--- src/hdl/video_config.svh ---
`ifndef VIDEO_CONFIG_SVH
`define VIDEO_CONFIG_SVH

// horizontal line segments, in clocks.
`define VID_H_ACTIVE 8
`define VID_H_FP 4
`define VID_H_SYNC 2
`define VID_H_BP 4

// vertical frame segments, in lines.
`define VID_V_ACTIVE 4
`define VID_V_FP 1
`define VID_V_SYNC 1
`define VID_V_BP 1

// pixels per camera buffer, power of two.
`define VID_FIFO_DEPTH 16

// frames per buffer tick after reset.
`define VID_TICK_DIV_RST 2

`endif

--- src/hdl/video_pkg.sv ---
`default_nettype none

package video_pkg;

    // rgb565, red on top.
    typedef logic [15:0] pixel565_t;

    typedef logic [11:0] hcount_t;
    typedef logic [11:0] vcount_t;

    // code 3 is shown as camera 1.
    typedef enum logic [1:0] {
        VIEW_CAM1  = 2'd0,
        VIEW_CAM2  = 2'd1,
        VIEW_SPLIT = 2'd2
    } view_mode_t;

    typedef enum logic [1:0] {
        REG_MODE     = 2'd0,
        REG_TICK_DIV = 2'd1,
        REG_ERR_CLR  = 2'd2
    } reg_addr_t;

    typedef logic [15:0] reg_data_t;

    typedef struct packed {
        logic      valid;
        pixel565_t pixel;
    } cam_beat_t;

    typedef struct packed {
        logic      we;
        reg_addr_t addr;
        reg_data_t data;
    } cfg_write_t;

    typedef struct packed {
        logic hsync;
        logic vsync;
        logic de;
    } vid_timing_t;

endpackage : video_pkg

`default_nettype wire

--- src/hdl/line_fifo.sv ---
`timescale 1ns/1ns
`default_nettype none

`include "video_config.svh"

module line_fifo
    import video_pkg::*;
#(
    parameter int DEPTH = `VID_FIFO_DEPTH
) (
    input  logic      clk,
    input  logic      rst,
    input  logic      push,
    input  pixel565_t push_data,
    input  logic      pop,
    output pixel565_t pop_data,
    output logic      full,
    output logic      empty
);

    localparam int AW = $clog2(DEPTH);

    pixel565_t      mem [DEPTH];
    logic [AW:0]    wr_ptr;
    logic [AW:0]    rd_ptr;
    logic           do_push;
    logic           do_pop;

    // extra pointer bit tells full from empty.
    assign empty = (wr_ptr == rd_ptr);
    assign full  = (wr_ptr[AW] != rd_ptr[AW]) && (wr_ptr[AW-1:0] == rd_ptr[AW-1:0]);

    assign do_push = push && !full;
    assign do_pop  = pop && !empty;

    // head entry, no read latency.
    assign pop_data = mem[rd_ptr[AW-1:0]];

    always_ff @(posedge clk) begin
        if (do_push) begin
            mem[wr_ptr[AW-1:0]] <= push_data;
        end
    end

    always_ff @(posedge clk) begin
        if (rst) begin
            wr_ptr <= '0;
            rd_ptr <= '0;
        end else begin
            if (do_push) begin
                wr_ptr <= wr_ptr + 1'b1;
            end
            if (do_pop) begin
                rd_ptr <= rd_ptr + 1'b1;
            end
        end
    end

endmodule : line_fifo

`default_nettype wire

--- src/hdl/pixel_combine.sv ---
`timescale 1ns/1ns
`default_nettype none

`include "video_config.svh"

module pixel_combine
    import video_pkg::*;
(
    input  logic       clk,
    input  logic       rst,
    input  cam_beat_t  cam1,
    input  cam_beat_t  cam2,
    input  logic       read_en,
    input  hcount_t    h_cnt,
    input  view_mode_t mode,
    input  logic       err_clear,
    output pixel565_t  pixel,
    output logic       error
);

    localparam hcount_t SPLIT_X = hcount_t'(`VID_H_ACTIVE / 2);

    pixel565_t pix_1;
    pixel565_t pix_2;
    pixel565_t pix_sel;
    logic      full_1;
    logic      full_2;
    logic      empty_1;
    logic      empty_2;
    logic      pop_both;
    logic      overflow;
    logic      underflow;

    // pop only when both have data so the streams stay paired.
    assign underflow = read_en && (empty_1 || empty_2);
    assign pop_both  = read_en && !empty_1 && !empty_2;
    assign overflow  = (cam1.valid && full_1) || (cam2.valid && full_2);

    line_fifo u_fifo_1 (
        .clk      (clk                     ),
        .rst      (rst                     ),
        .push     (cam1.valid && !full_1   ),
        .push_data(cam1.pixel              ),
        .pop      (pop_both                ),
        .pop_data (pix_1                   ),
        .full     (full_1                  ),
        .empty    (empty_1                 )
    );

    line_fifo u_fifo_2 (
        .clk      (clk                     ),
        .rst      (rst                     ),
        .push     (cam2.valid && !full_2   ),
        .push_data(cam2.pixel              ),
        .pop      (pop_both                ),
        .pop_data (pix_2                   ),
        .full     (full_2                  ),
        .empty    (empty_2                 )
    );

    always_comb begin
        case (mode)
            VIEW_CAM2:  pix_sel = pix_2;
            VIEW_SPLIT: pix_sel = (h_cnt < SPLIT_X) ? pix_1 : pix_2;
            default:    pix_sel = pix_1;
        endcase
    end

    // blank outside the active area and on underflow.
    always_ff @(posedge clk) begin
        if (rst) begin
            pixel <= '0;
        end else begin
            pixel <= pop_both ? pix_sel : '0;
        end
    end

    // a new fault in the clearing cycle still sticks.
    always_ff @(posedge clk) begin
        if (rst) begin
            error <= 1'b0;
        end else begin
            error <= (error && !err_clear) || overflow || underflow;
        end
    end

endmodule : pixel_combine

`default_nettype wire

--- src/hdl/sync_gen.sv ---
`timescale 1ns/1ns
`default_nettype none

`include "video_config.svh"

module sync_gen
    import video_pkg::*;
(
    input  logic        clk,
    input  logic        rst,
    output vid_timing_t timing,
    output logic        read_en,
    output hcount_t     h_cnt,
    output logic        frame_start
);

    localparam hcount_t H_ACTIVE = hcount_t'(`VID_H_ACTIVE);
    localparam hcount_t H_SYNC_BEGIN = hcount_t'(`VID_H_ACTIVE + `VID_H_FP);
    localparam hcount_t H_SYNC_END = hcount_t'(`VID_H_ACTIVE + `VID_H_FP + `VID_H_SYNC);
    localparam hcount_t H_LAST =
        hcount_t'(`VID_H_ACTIVE + `VID_H_FP + `VID_H_SYNC + `VID_H_BP - 1);

    localparam vcount_t V_ACTIVE = vcount_t'(`VID_V_ACTIVE);
    localparam vcount_t V_SYNC_BEGIN = vcount_t'(`VID_V_ACTIVE + `VID_V_FP);
    localparam vcount_t V_SYNC_END = vcount_t'(`VID_V_ACTIVE + `VID_V_FP + `VID_V_SYNC);
    localparam vcount_t V_LAST =
        vcount_t'(`VID_V_ACTIVE + `VID_V_FP + `VID_V_SYNC + `VID_V_BP - 1);

    vcount_t v_cnt;
    logic    h_wrap;
    logic    hsync_next;
    logic    vsync_next;

    assign h_wrap = (h_cnt == H_LAST);

    // line order is active, front porch, sync, back porch.
    always_ff @(posedge clk) begin
        if (rst) begin
            h_cnt <= '0;
        end else if (h_wrap) begin
            h_cnt <= '0;
        end else begin
            h_cnt <= h_cnt + 1'b1;
        end
    end

    always_ff @(posedge clk) begin
        if (rst) begin
            v_cnt <= '0;
        end else if (h_wrap) begin
            if (v_cnt == V_LAST) begin
                v_cnt <= '0;
            end else begin
                v_cnt <= v_cnt + 1'b1;
            end
        end
    end

    assign read_en     = (h_cnt < H_ACTIVE) && (v_cnt < V_ACTIVE);
    assign frame_start = (h_cnt == '0) && (v_cnt == '0);

    assign hsync_next = (h_cnt >= H_SYNC_BEGIN) && (h_cnt < H_SYNC_END);
    assign vsync_next = (v_cnt >= V_SYNC_BEGIN) && (v_cnt < V_SYNC_END);

    // one stage behind read_en, in step with the registered pixel.
    always_ff @(posedge clk) begin
        if (rst) begin
            timing <= '0;
        end else begin
            timing.hsync <= hsync_next;
            timing.vsync <= vsync_next;
            timing.de    <= read_en;
        end
    end

endmodule : sync_gen

`default_nettype wire

--- src/hdl/video_regs.sv ---
`timescale 1ns/1ns
`default_nettype none

`include "video_config.svh"

module video_regs
    import video_pkg::*;
(
    input  logic       clk,
    input  logic       rst,
    input  cfg_write_t cfg,
    input  logic       frame_start,
    output view_mode_t mode,
    output logic       err_clear,
    output logic       buf_tick
);

    reg_data_t tick_div;
    reg_data_t div_eff;
    reg_data_t frame_cnt;
    logic      div_write;

    assign div_write = cfg.we && (cfg.addr == REG_TICK_DIV);

    // zero divider behaves as one.
    assign div_eff = (tick_div == '0) ? reg_data_t'(1) : tick_div;

    always_ff @(posedge clk) begin
        if (rst) begin
            mode      <= VIEW_CAM1;
            tick_div  <= reg_data_t'(`VID_TICK_DIV_RST);
            err_clear <= 1'b0;
        end else begin
            err_clear <= 1'b0;
            if (cfg.we) begin
                case (cfg.addr)
                    REG_MODE:     mode <= view_mode_t'(cfg.data[1:0]);
                    REG_TICK_DIV: tick_div <= cfg.data;
                    REG_ERR_CLR:  err_clear <= 1'b1;
                    default:      ;
                endcase
            end
        end
    end

    // frame counter, restarted by a divider write.
    always_ff @(posedge clk) begin
        if (rst) begin
            frame_cnt <= '0;
            buf_tick  <= 1'b0;
        end else begin
            buf_tick <= 1'b0;
            if (div_write) begin
                frame_cnt <= '0;
            end else if (frame_start) begin
                if (frame_cnt + 1'b1 >= div_eff) begin
                    frame_cnt <= '0;
                    buf_tick  <= 1'b1;
                end else begin
                    frame_cnt <= frame_cnt + 1'b1;
                end
            end
        end
    end

endmodule : video_regs

`default_nettype wire

--- src/hdl/video_top.sv ---
`timescale 1ns/1ns
`default_nettype none

module video_top
    import video_pkg::*;
(
    input  logic       clk,
    input  logic       rst,
    input  cam_beat_t  cam1,
    input  cam_beat_t  cam2,
    input  cfg_write_t cfg,
    output logic       hdmi_hsync,
    output logic       hdmi_vsync,
    output logic       hdmi_de,
    output logic [7:0] hdmi_r,
    output logic [7:0] hdmi_g,
    output logic [7:0] hdmi_b,
    output logic       buf_tick,
    output logic       comb_err
);

    view_mode_t  mode;
    logic        err_clear;
    logic        frame_start;
    logic        read_en;
    hcount_t     h_cnt;
    vid_timing_t timing;
    pixel565_t   comb_pix;

    video_regs u_video_regs (
        .clk        (clk        ),
        .rst        (rst        ),
        .cfg        (cfg        ),
        .frame_start(frame_start),
        .mode       (mode       ),
        .err_clear  (err_clear  ),
        .buf_tick   (buf_tick   )
    );

    sync_gen u_sync_gen (
        .clk        (clk        ),
        .rst        (rst        ),
        .timing     (timing     ),
        .read_en    (read_en    ),
        .h_cnt      (h_cnt      ),
        .frame_start(frame_start)
    );

    pixel_combine u_pixel_combine (
        .clk      (clk      ),
        .rst      (rst      ),
        .cam1     (cam1     ),
        .cam2     (cam2     ),
        .read_en  (read_en  ),
        .h_cnt    (h_cnt    ),
        .mode     (mode     ),
        .err_clear(err_clear),
        .pixel    (comb_pix ),
        .error    (comb_err )
    );

    assign hdmi_hsync = timing.hsync;
    assign hdmi_vsync = timing.vsync;
    assign hdmi_de    = timing.de;

    // 565 to 888 by zero fill.
    assign hdmi_r = {comb_pix[15:11], 3'b000};
    assign hdmi_g = {comb_pix[10:5], 2'b00};
    assign hdmi_b = {comb_pix[4:0], 3'b000};

endmodule : video_top

`default_nettype wire

--- config.mk ---
export PLATFORM = sky130hd
export DESIGN_NAME = video_top
export DESIGN_NICKNAME = d
export VERILOG_FILES = /design/src/hdl/video_pkg.sv /design/src/hdl/line_fifo.sv /design/src/hdl/pixel_combine.sv /design/src/hdl/sync_gen.sv /design/src/hdl/video_regs.sv /design/src/hdl/video_top.sv
export VERILOG_INCLUDE_DIRS = /design/src /design/src/hdl
export SDC_FILE = /design/constraint.sdc
export NUM_CORES = 1
export LEC_CHECK = 0
export ABC_CLOCK_PERIOD_IN_PS = 4100
export CORE_ASPECT_RATIO = 1.1
export CORE_MARGIN = 4
export CORE_UTILIZATION = 40
export DETAILED_ROUTE_END_ITERATION = 16
export DONT_BUFFER_PORTS = 1
export PLACE_DENSITY_LB_ADDON = 0.2
export SLEW_MARGIN = 20
export SYNTH_ARGS = -nofsm -noshare
export SYNTH_HDL_FRONTEND = slang
export SYNTH_SLANG_ARGS = --single-unit
--- constraint.sdc ---
create_clock -name clk -period 4.1 [get_ports clk]
set_input_delay 0.82 -clock clk [delete_from_list [all_inputs] [get_ports clk]]
set_output_delay 0.82 -clock clk [all_outputs]
set_load 0.1 [all_outputs]
==> flow_results.xml, run 1 <==
<?xml version="1.0" encoding="UTF-8"?>
<metrics>
  <group name="pwr">
    <metric name="total_power" unit="mW">14.8</metric>
    <metric name="power.combinational.fraction" unit="%">11.8</metric>
    <metric name="clock_network_fraction_of_design_power" unit="%">38.0</metric>
    <metric name="internal-power" unit="mW">11.2</metric>
    <metric name="leakagePower" unit="nW">8.96</metric>
    <metric name="power.share.switching" unit="%">24.5</metric>
    <metric name="vdd_drop_max" unit="V">0.000374</metric>
    <metric name="power-per-cell-area" unit="mW/mm^2">524</metric>
    <metric name="seqPwrFrac" unit="%">50.1</metric>
    <metric name="p_sw" unit="mW">3.63</metric>
  </group>
  <group name="cells_and_area">
    <metric name="final_layout_size_suffix_gt1_share" unit="%">17.8</metric>
    <metric name="area_of_the_multi_input_gates" unit="mm^2">0.00710</metric>
    <metric name="fill_cells" unit="">5393</metric>
    <metric name="nNetsFinal" unit="">1640</metric>
    <metric name="post-route-util" unit="%">45.9</metric>
    <metric name="design_area" unit="mm^2">0.0282</metric>
    <metric name="seq_area" unit="mm^2">0.0176</metric>
    <metric name="syn2layout_area_growth" unit="%">12.7</metric>
    <metric name="post_layout_nonfiller_instances" unit="">2424</metric>
  </group>
  <group name="placed_design">
    <metric name="gp_congestion" unit="">0.767</metric>
    <metric name="dpl.cell_count" unit="">2303</metric>
    <metric name="pre_cts_ws" unit="ps">873</metric>
    <metric name="hpwl" unit="um">32400</metric>
    <metric name="placement.io_buffers" unit="">0</metric>
    <metric name="area_post_placement" unit="mm^2">0.0262</metric>
  </group>
  <group name="yosys">
    <metric name="synth_mux_area_share" unit="%">13.2</metric>
    <metric name="synthCells" unit="">1503</metric>
    <metric name="synth.top_cells.by_area" unit="">edfxtp_1 (61%), mux4_2 (9.5%), dfxtp_1 (8.6%), mux2i_1 (3.2%), ha_1 (1.8%)</metric>
    <metric name="synth_async_sr_flop_share" unit="%">0</metric>
    <metric name="synth_ff_type" unit="">edfxtp_1</metric>
    <metric name="avgSynthCellArea" unit="um^2">16.7</metric>
    <metric name="synth_top_family_by_area" unit="">multiplexers</metric>
    <metric name="synth_seq_cells" unit="">620</metric>
    <metric name="netlist_area" unit="mm^2">0.0251</metric>
    <metric name="synth_compound_gate_area_share" unit="%">4.42</metric>
    <metric name="yosys.area_share.xor_xnor" unit="%">2.27</metric>
    <metric name="synth_fa_ha_area_share" unit="%">1.85</metric>
    <metric name="synth-edff-count" unit="">512</metric>
    <metric name="seq_area_frac_synth" unit="%">70.0</metric>
    <metric name="yosysWarnings" unit="">0</metric>
    <metric name="yosysTopAreaCellShare" unit="%">61.3</metric>
    <metric name="synth.lib_cells_used.distinct" unit="">57</metric>
    <metric name="synth_simple_gate_area_share" unit="%">6.27</metric>
    <metric name="area_leader_netlist" unit="">edfxtp_1</metric>
  </group>
  <group name="die">
    <metric name="placeableCoreArea" unit="mm^2">0.0616</metric>
    <metric name="core.rowCount" unit="">95</metric>
    <metric name="initial_core_util" unit="%">40.7</metric>
    <metric name="io_pins" unit="">84</metric>
    <metric name="die_area" unit="mm^2">0.0667</metric>
    <metric name="fp.dieW" unit="um">247</metric>
    <metric name="dieHeight" unit="um">271</metric>
  </group>
  <group name="sta">
    <metric name="hold_viol_final" unit="">0</metric>
    <metric name="achievable-frequency" unit="MHz">311</metric>
    <metric name="share_of_the_clock_period_used_by_the_worst_path_after_layout" unit="%">78.4</metric>
    <metric name="rsz0062_at_grt" unit="">no</metric>
    <metric name="setup-violations-final" unit="">0</metric>
    <metric name="whs" unit="ps">313</metric>
    <metric name="fin_tns_setup" unit="ps">0</metric>
    <metric name="min_cycle_time_layout" unit="ps">3210</metric>
    <metric name="max_transition_margin" unit="%">28.9</metric>
    <metric name="clock-skew-final" unit="ps">22.8</metric>
    <metric name="setup_ws" unit="ps">885</metric>
    <metric name="max_slew.worst_pin.slew" unit="ps">1070</metric>
    <metric name="timing_max_transition_violations_final" unit="">0</metric>
  </group>
  <group name="worst_setup_path">
    <metric name="critical_path.startpoint_type" unit="">flip-flop</metric>
    <metric name="crit_required" unit="ps">4580</metric>
    <metric name="crit_type" unit="">flip-flop to flip-flop</metric>
    <metric name="worst_ep_arrival_time" unit="ps">3700</metric>
    <metric name="critical_path.endpoint_type" unit="">flip-flop</metric>
    <metric name="cp_max_fo" unit="">17</metric>
  </group>
  <group name="global_route">
    <metric name="vias_in_the_first_global_route" unit="">13400</metric>
    <metric name="m3_gr_usage" unit="%">3.02</metric>
    <metric name="grt_max_degree" unit="">54</metric>
    <metric name="grt_util_met2" unit="%">27.1</metric>
    <metric name="grt_first_pass_wirelength" unit="um">81200</metric>
    <metric name="global_route.usage.total" unit="%">15.9</metric>
    <metric name="busiest_layer" unit="">met2</metric>
    <metric name="grt_antenna_before_repair" unit="">0</metric>
    <metric name="grt_overflow_total" unit="">0</metric>
    <metric name="globalRouteMet1Util" unit="%">21.0</metric>
  </group>
  <group name="routing">
    <metric name="avgViaCountPerCell" unit="">5.31</metric>
    <metric name="wl_per_cell" unit="um">21.7</metric>
    <metric name="vias" unit="">12900</metric>
    <metric name="ant_nets_after_route" unit="">0</metric>
    <metric name="routed_wl" unit="um">52700</metric>
    <metric name="drc" unit="">0</metric>
    <metric name="detailedRoute.firstIterationViolations" unit="">752</metric>
    <metric name="drt_first_pass_iters" unit="">5</metric>
  </group>
  <group name="clock_tree">
    <metric name="cts_hold_buffers" unit="">0</metric>
    <metric name="cts_tree" unit="">yes</metric>
    <metric name="cts.path.max_buffers" unit="">3</metric>
    <metric name="post_cts.repair.setup_buffers" unit="">0</metric>
    <metric name="clkTransAtPathRegs" unit="ps">50</metric>
    <metric name="htree_num_levels" unit="">3</metric>
    <metric name="sink_count_of_the_clock_tree" unit="">620</metric>
    <metric name="clock_tree.root_cell" unit="">clkbuf_16</metric>
    <metric name="post_cts_resized" unit="">0</metric>
    <metric name="clock_insertion_delay_worst_skew" unit="ps">590</metric>
    <metric name="numCtsBuffers" unit="">67</metric>
  </group>
  <group name="min_path">
    <metric name="hold_path_class" unit="">primary input to flip-flop</metric>
  </group>
  <group name="job">
    <metric name="cap_violations" unit="">0</metric>
  </group>
  <group name="outcome">
    <metric name="status" unit="">finished clean</metric>
  </group>
</metrics>
==> power by group through the flow <==
| stage | sequential, mW | clock [mW] | combinational, mW |
|---|---|---|---|
| 5_1_grt | 7.47 | 6.06 | 1.90 |
| 6_report | 7.42 | 5.63 | 1.75 |
| 2_1_floorplan | 7.32 | 0 | 1.59 |
| 3_5_place_dp | 7.58 | 0 | 1.77 |
| 4_1_cts | 7.45 | 5.80 | 1.78 |
| 3_3_place_gp | 7.57 | 0 | 1.76 |
==> worst paths after layout <==
check                                               start                          to  slack, ps  cells past startpoint
worst max-delay path            u_video_regs.frame_cnt[0]  u_video_regs.frame_cnt[13]        890                     11
worst min-delay path                                  rst    u_video_regs.tick_div[0]        310                      1
worst max register to register  u_video_regs.frame_cnt[0]  u_video_regs.frame_cnt[13]        890                     11
worst min register to register   u_video_regs.tick_div[0]    u_video_regs.tick_div[0]        470                      2
==> placed cells by master, fill, tap and decap left out, types with 11 or more instances in the layout <==
cell type	n
nor2_2	12
ha_1	37
and3_1	24
nand3_1	21
nor2_1	58
o21ai_0	17
nor3_1	18
edfxtp_1	512
inv_1	35
nor2b_1	32
xnor2_1	44
buf_4	50
clkbuf_1	30
nor4_1	12
mux2i_1	81
mux4_2	106
a22o_1	16
xor2_1	21
nand2_1	68
a211oi_1	38
a21oi_1	50
nand4_1	11
a22oi_1	22
clkbuf_16	67
dfxtp_1	101
==> per-layer routing <==
metal	share of wire [%]	vias up	wire length, um
li1	-	5952	-
met1	43	6657	22700
met3	4.4	61	2310
met4	1.7	0	888
met5	0	-	0
met2	51	196	26800
==> layout make-up <==
class,instances,share of cell area [%]
clock buffer,102,6.58
timing repair buffer,50,1.33
tap,824,3.65
inverter,36,0.478
antenna,1,0.00886
multi-input combinational,773,25.1
clock inverter,18,0.665
sequential,620,62.1
==> synth_stat cells, types with 2 or more instances <==
master / count
nand3_1: 21
xor2_1: 21
and2_1: 5
buf_1: 8
nor2b_1: 34
nand3b_1: 2
clkbuf_1: 44
o2111ai_1: 2
mux4_2: 106
nand4_1: 11
buf_2: 18
nand2_1: 68
and3_1: 24
mux2_2: 9
o21a_1: 3
edfxtp_1: 512
o31ai_1: 4
a22oi_1: 22
dfxtp_1: 108
and4_1: 5
xnor2_1: 44
a211oi_1: 38
a21oi_1: 50
o22ai_1: 2
o21ai_0: 17
nor3_1: 23
nand2b_1: 4
inv_1: 35
nor4_4: 2
nor4bb_1: 2
nor4_1: 12
mux2i_1: 81
or4_1: 5
buf_6: 3
ha_1: 37
nor2_1: 69
nor3b_1: 2
or3_1: 3
buf_4: 8
a22o_1: 16
o211ai_1: 6
a2111oi_0: 2
==> sequential cells by signal, indices dropped and copies added, names as in the netlist, named ones only <==
name	count
u_sync_gen.timing	3
u_sync_gen.v_cnt	12
u_sync_gen.h_cnt	12
u_pixel_combine.u_fifo_1.rd_ptr	5
u_video_regs.frame_cnt	16
u_video_regs.tick_div	16
u_pixel_combine.u_fifo_1.wr_ptr	5
u_video_regs.buf_tick	1
u_pixel_combine.error	1
u_pixel_combine.u_fifo_1.mem	256
u_pixel_combine.pixel	16
u_video_regs.err_clear	1
u_video_regs.mode	2
u_pixel_combine.u_fifo_2.rd_ptr	5
u_pixel_combine.u_fifo_2.wr_ptr	5
u_pixel_combine.u_fifo_2.mem	256
==> logic make-up after synthesis <==
logic type,after synthesis
flip-flops,620
AND/OR/NAND/NOR,301
multiplexers,196
AO/OA/AOI/OAI,166
buffers and inverters,117
XOR/XNOR,65
adder cells (fa/ha/maj),37
other,1
==> critical path, cell delays in order (launching register included) <==
cell,delay (ps)
dfxtp_1,410
ha_1,230
nand3_1,240
nand3b_1,360
nor2_1,190
xor2_1,160
ha_1,250
o21ai_0,160
a21oi_1,100
a221o_1,310
a21o_1,370
a211oi_1,320
(Power assumes the default switching activity.)
==> run 2, diff against run 1 <==
- ABC_CLOCK_PERIOD_IN_PS: 4100 -> 2900
- clock period: 4.1 -> 2.9 ns (I/O delays scaled with it)
==> run 2 against run 1 <==
Against the previous run: combinational power rose by 65%; routed wire length grew 2.0%; largest power group unchanged; first-iteration DRC count is 12% higher; worst hold slack lost 240 ps; sequential power is 39% higher.
==> flow_results.xml, run 2 (same netlist as run 1, synthesis figures left out) <==
<?xml version="1.0" encoding="UTF-8"?>
<metrics>
  <group name="outcome">
    <metric name="status" unit="">finished clean</metric>
  </group>
  <group name="clock_tree">
    <metric name="sink_count_of_the_clock_tree" unit="">620</metric>
    <metric name="clkTransAtPathRegs" unit="ps">50</metric>
    <metric name="numCtsBuffers" unit="">67</metric>
    <metric name="clock_insertion_delay_worst_skew" unit="ps">600</metric>
    <metric name="cts_tree" unit="">yes</metric>
    <metric name="clock_tree.root_cell" unit="">clkbuf_16</metric>
    <metric name="cts.path.max_buffers" unit="">3</metric>
    <metric name="htree_num_levels" unit="">3</metric>
  </group>
  <group name="sta">
    <metric name="hold_viol_final" unit="">0</metric>
    <metric name="setup-violations-final" unit="">0</metric>
    <metric name="fin_tns_setup" unit="ps">0</metric>
    <metric name="max_slew.worst_pin.slew" unit="ps">1030</metric>
    <metric name="share_of_the_clock_period_used_by_the_worst_path_after_layout" unit="%">94.7</metric>
    <metric name="achievable-frequency" unit="MHz">364</metric>
    <metric name="min_cycle_time_layout" unit="ps">2750</metric>
    <metric name="max_transition_margin" unit="%">31.3</metric>
    <metric name="setup_ws" unit="ps">153</metric>
    <metric name="timing_max_transition_violations_final" unit="">0</metric>
    <metric name="clock-skew-final" unit="ps">29.1</metric>
    <metric name="whs" unit="ps">69.4</metric>
  </group>
  <group name="routing">
    <metric name="drc" unit="">0</metric>
    <metric name="drt_first_pass_iters" unit="">5</metric>
    <metric name="avgViaCountPerCell" unit="">5.29</metric>
    <metric name="detailedRoute.firstIterationViolations" unit="">841</metric>
    <metric name="routed_wl" unit="um">53700</metric>
    <metric name="vias" unit="">13000</metric>
    <metric name="wl_per_cell" unit="um">21.9</metric>
    <metric name="ant_nets_after_route" unit="">0</metric>
  </group>
  <group name="die">
    <metric name="placeableCoreArea" unit="mm^2">0.0616</metric>
    <metric name="die_area" unit="mm^2">0.0667</metric>
    <metric name="initial_core_util" unit="%">40.7</metric>
    <metric name="dieHeight" unit="um">271</metric>
    <metric name="fp.dieW" unit="um">247</metric>
    <metric name="core.rowCount" unit="">95</metric>
    <metric name="io_pins" unit="">84</metric>
  </group>
  <group name="worst_setup_path">
    <metric name="critical_path.endpoint_type" unit="">flip-flop</metric>
    <metric name="crit_type" unit="">flip-flop to flip-flop</metric>
    <metric name="worstPathCellList" unit="">ha_4 &gt; nand3_2 &gt; nand3b_1 &gt; buf_4 &gt; nor2_1 &gt; xor2_1 &gt; ha_1 &gt; nand2_2 &gt; a21oi_1 &gt; a221o_1 &gt; a21o_4 &gt; a211oi_2</metric>
    <metric name="crit_required" unit="ps">3390</metric>
    <metric name="cp_max_fo" unit="">8</metric>
    <metric name="critical_path_top_delay_cell" unit="">a221o_1</metric>
    <metric name="worst_path_largest_cell_delay" unit="ps">400</metric>
    <metric name="critical_path.startpoint_type" unit="">flip-flop</metric>
    <metric name="ff2ff_setup_slack" unit="ps">150</metric>
    <metric name="worst_ep_arrival_time" unit="ps">3230</metric>
  </group>
  <group name="global_route">
    <metric name="grt_first_pass_wirelength" unit="um">82500</metric>
    <metric name="grt_antenna_before_repair" unit="">0</metric>
    <metric name="global_route.usage.total" unit="%">16.2</metric>
    <metric name="grt_max_degree" unit="">54</metric>
    <metric name="grt_overflow_total" unit="">0</metric>
    <metric name="vias_in_the_first_global_route" unit="">13300</metric>
  </group>
  <group name="cells_and_area">
    <metric name="post-route-util" unit="%">46.7</metric>
    <metric name="syn2layout_area_growth" unit="%">14.7</metric>
    <metric name="mostFrequentLayoutCells" unit="">edfxtp_1 (512), mux4_2 (106), dfxtp_1 (100)</metric>
    <metric name="nNetsFinal" unit="">1669</metric>
    <metric name="fill_cells" unit="">5351</metric>
    <metric name="seq_area" unit="mm^2">0.0176</metric>
    <metric name="area_of_the_multi_input_gates" unit="mm^2">0.00723</metric>
    <metric name="layout.cells.most_common" unit="">edfxtp_1</metric>
    <metric name="antenna_cells_inserted" unit="">0</metric>
    <metric name="post_layout_nonfiller_instances" unit="">2453</metric>
    <metric name="final_layout_size_suffix_gt1_share" unit="%">20.7</metric>
    <metric name="design_area" unit="mm^2">0.0288</metric>
  </group>
  <group name="placed_design">
    <metric name="dpl.cell_count" unit="">2328</metric>
    <metric name="gp_congestion" unit="">0.812</metric>
    <metric name="area_post_placement" unit="mm^2">0.0265</metric>
    <metric name="hpwl" unit="um">32700</metric>
    <metric name="pre_cts_ws" unit="ps">-69.3</metric>
    <metric name="placement.io_buffers" unit="">0</metric>
  </group>
  <group name="job">
    <metric name="cap_violations" unit="">0</metric>
  </group>
  <group name="pwr">
    <metric name="vdd_drop_max" unit="V">0.000515</metric>
    <metric name="power-per-cell-area" unit="mW/mm^2">747</metric>
    <metric name="total_power" unit="mW">21.5</metric>
    <metric name="clock_network_fraction_of_design_power" unit="%">38.8</metric>
    <metric name="leakagePower" unit="nW">9.20</metric>
    <metric name="seqPwrFrac" unit="%">47.7</metric>
    <metric name="internal-power" unit="mW">16.2</metric>
    <metric name="p_sw" unit="mW">5.26</metric>
    <metric name="power.combinational.fraction" unit="%">13.5</metric>
    <metric name="power.share.switching" unit="%">24.5</metric>
  </group>
  <group name="min_path">
    <metric name="hold_path_class" unit="">primary input to flip-flop</metric>
  </group>
</metrics>
==> run 2: changes by cell type in the layout (fill, tap and decap cells not counted), moves of 6 or more <==
| cell | before | now |
|---|---|---|
| buf_4 | 50 | 71 |
| a211oi_1 | 38 | 28 |
| a211oi_2 | 0 | 10 |
| clkbuf_1 | 30 | 20 |
| buf_12 | 0 | 6 |
==> run 2: what timing repair did <==
item,CTS,global route
hold buffers,0,0
pin swaps,0,2
cloned,0,2
gates resized for setup,2,24
endpoints found under the hold margin,0,0
setup endpoints to repair,17,17
buffers inserted,0,2
==> run 2: metal layers <==
layer	routed length [um]	global-route usage, %	vias to the layer above
li1	-	-	6007
met1	23400	21.7	6687
met2	27100	27.2	226
met3	2280	3.03	62
met4	1040	4.43	0
met5	0	0	-
==> run 2: power groups by stage <==
stage	Clock [mW]	Sequential, mW	Combinational (mW)
finish	8.33	10.3	2.89
detailed placement	0	10.5	2.89
CTS	8.55	10.3	2.89
floorplan	0	10.3	2.25
global placement	0	10.5	2.88
global route	8.97	10.3	3.13
==> run 2: critical path: cells and delay by family (launching register included) <==
kind                     cells  cell delay (ps)
AO/OA/AOI/OAI                4              950
AND/OR/NAND/NOR              4              560
adder cells (fa/ha/maj)      2              410
flip-flops                   1              380
XOR/XNOR                     1              180
buffers and inverters        1              170
==> run 2: final cells by class <==
cell class	instances	share of cell area, %
sequential	620	61.0
multi-input combinational	775	25.1
clock buffer	94	6.54
tap	824	3.58
timing repair buffer	77	2.27
clock inverter	27	0.961
inverter	36	0.470
==> run 2: worst paths after layout <==
| kind | startpoint | to | cells after the start |
|---|---|---|---|
| setup / recovery | u_video_regs.frame_cnt[0] | u_video_regs.frame_cnt[6] | 12 |
| hold / removal | rst | u_video_regs.tick_div[13] | 1 |
| setup reg to reg | u_video_regs.frame_cnt[0] | u_video_regs.frame_cnt[6] | 12 |
| hold reg to reg | u_video_regs.tick_div[0] | u_video_regs.tick_div[0] | 2 |
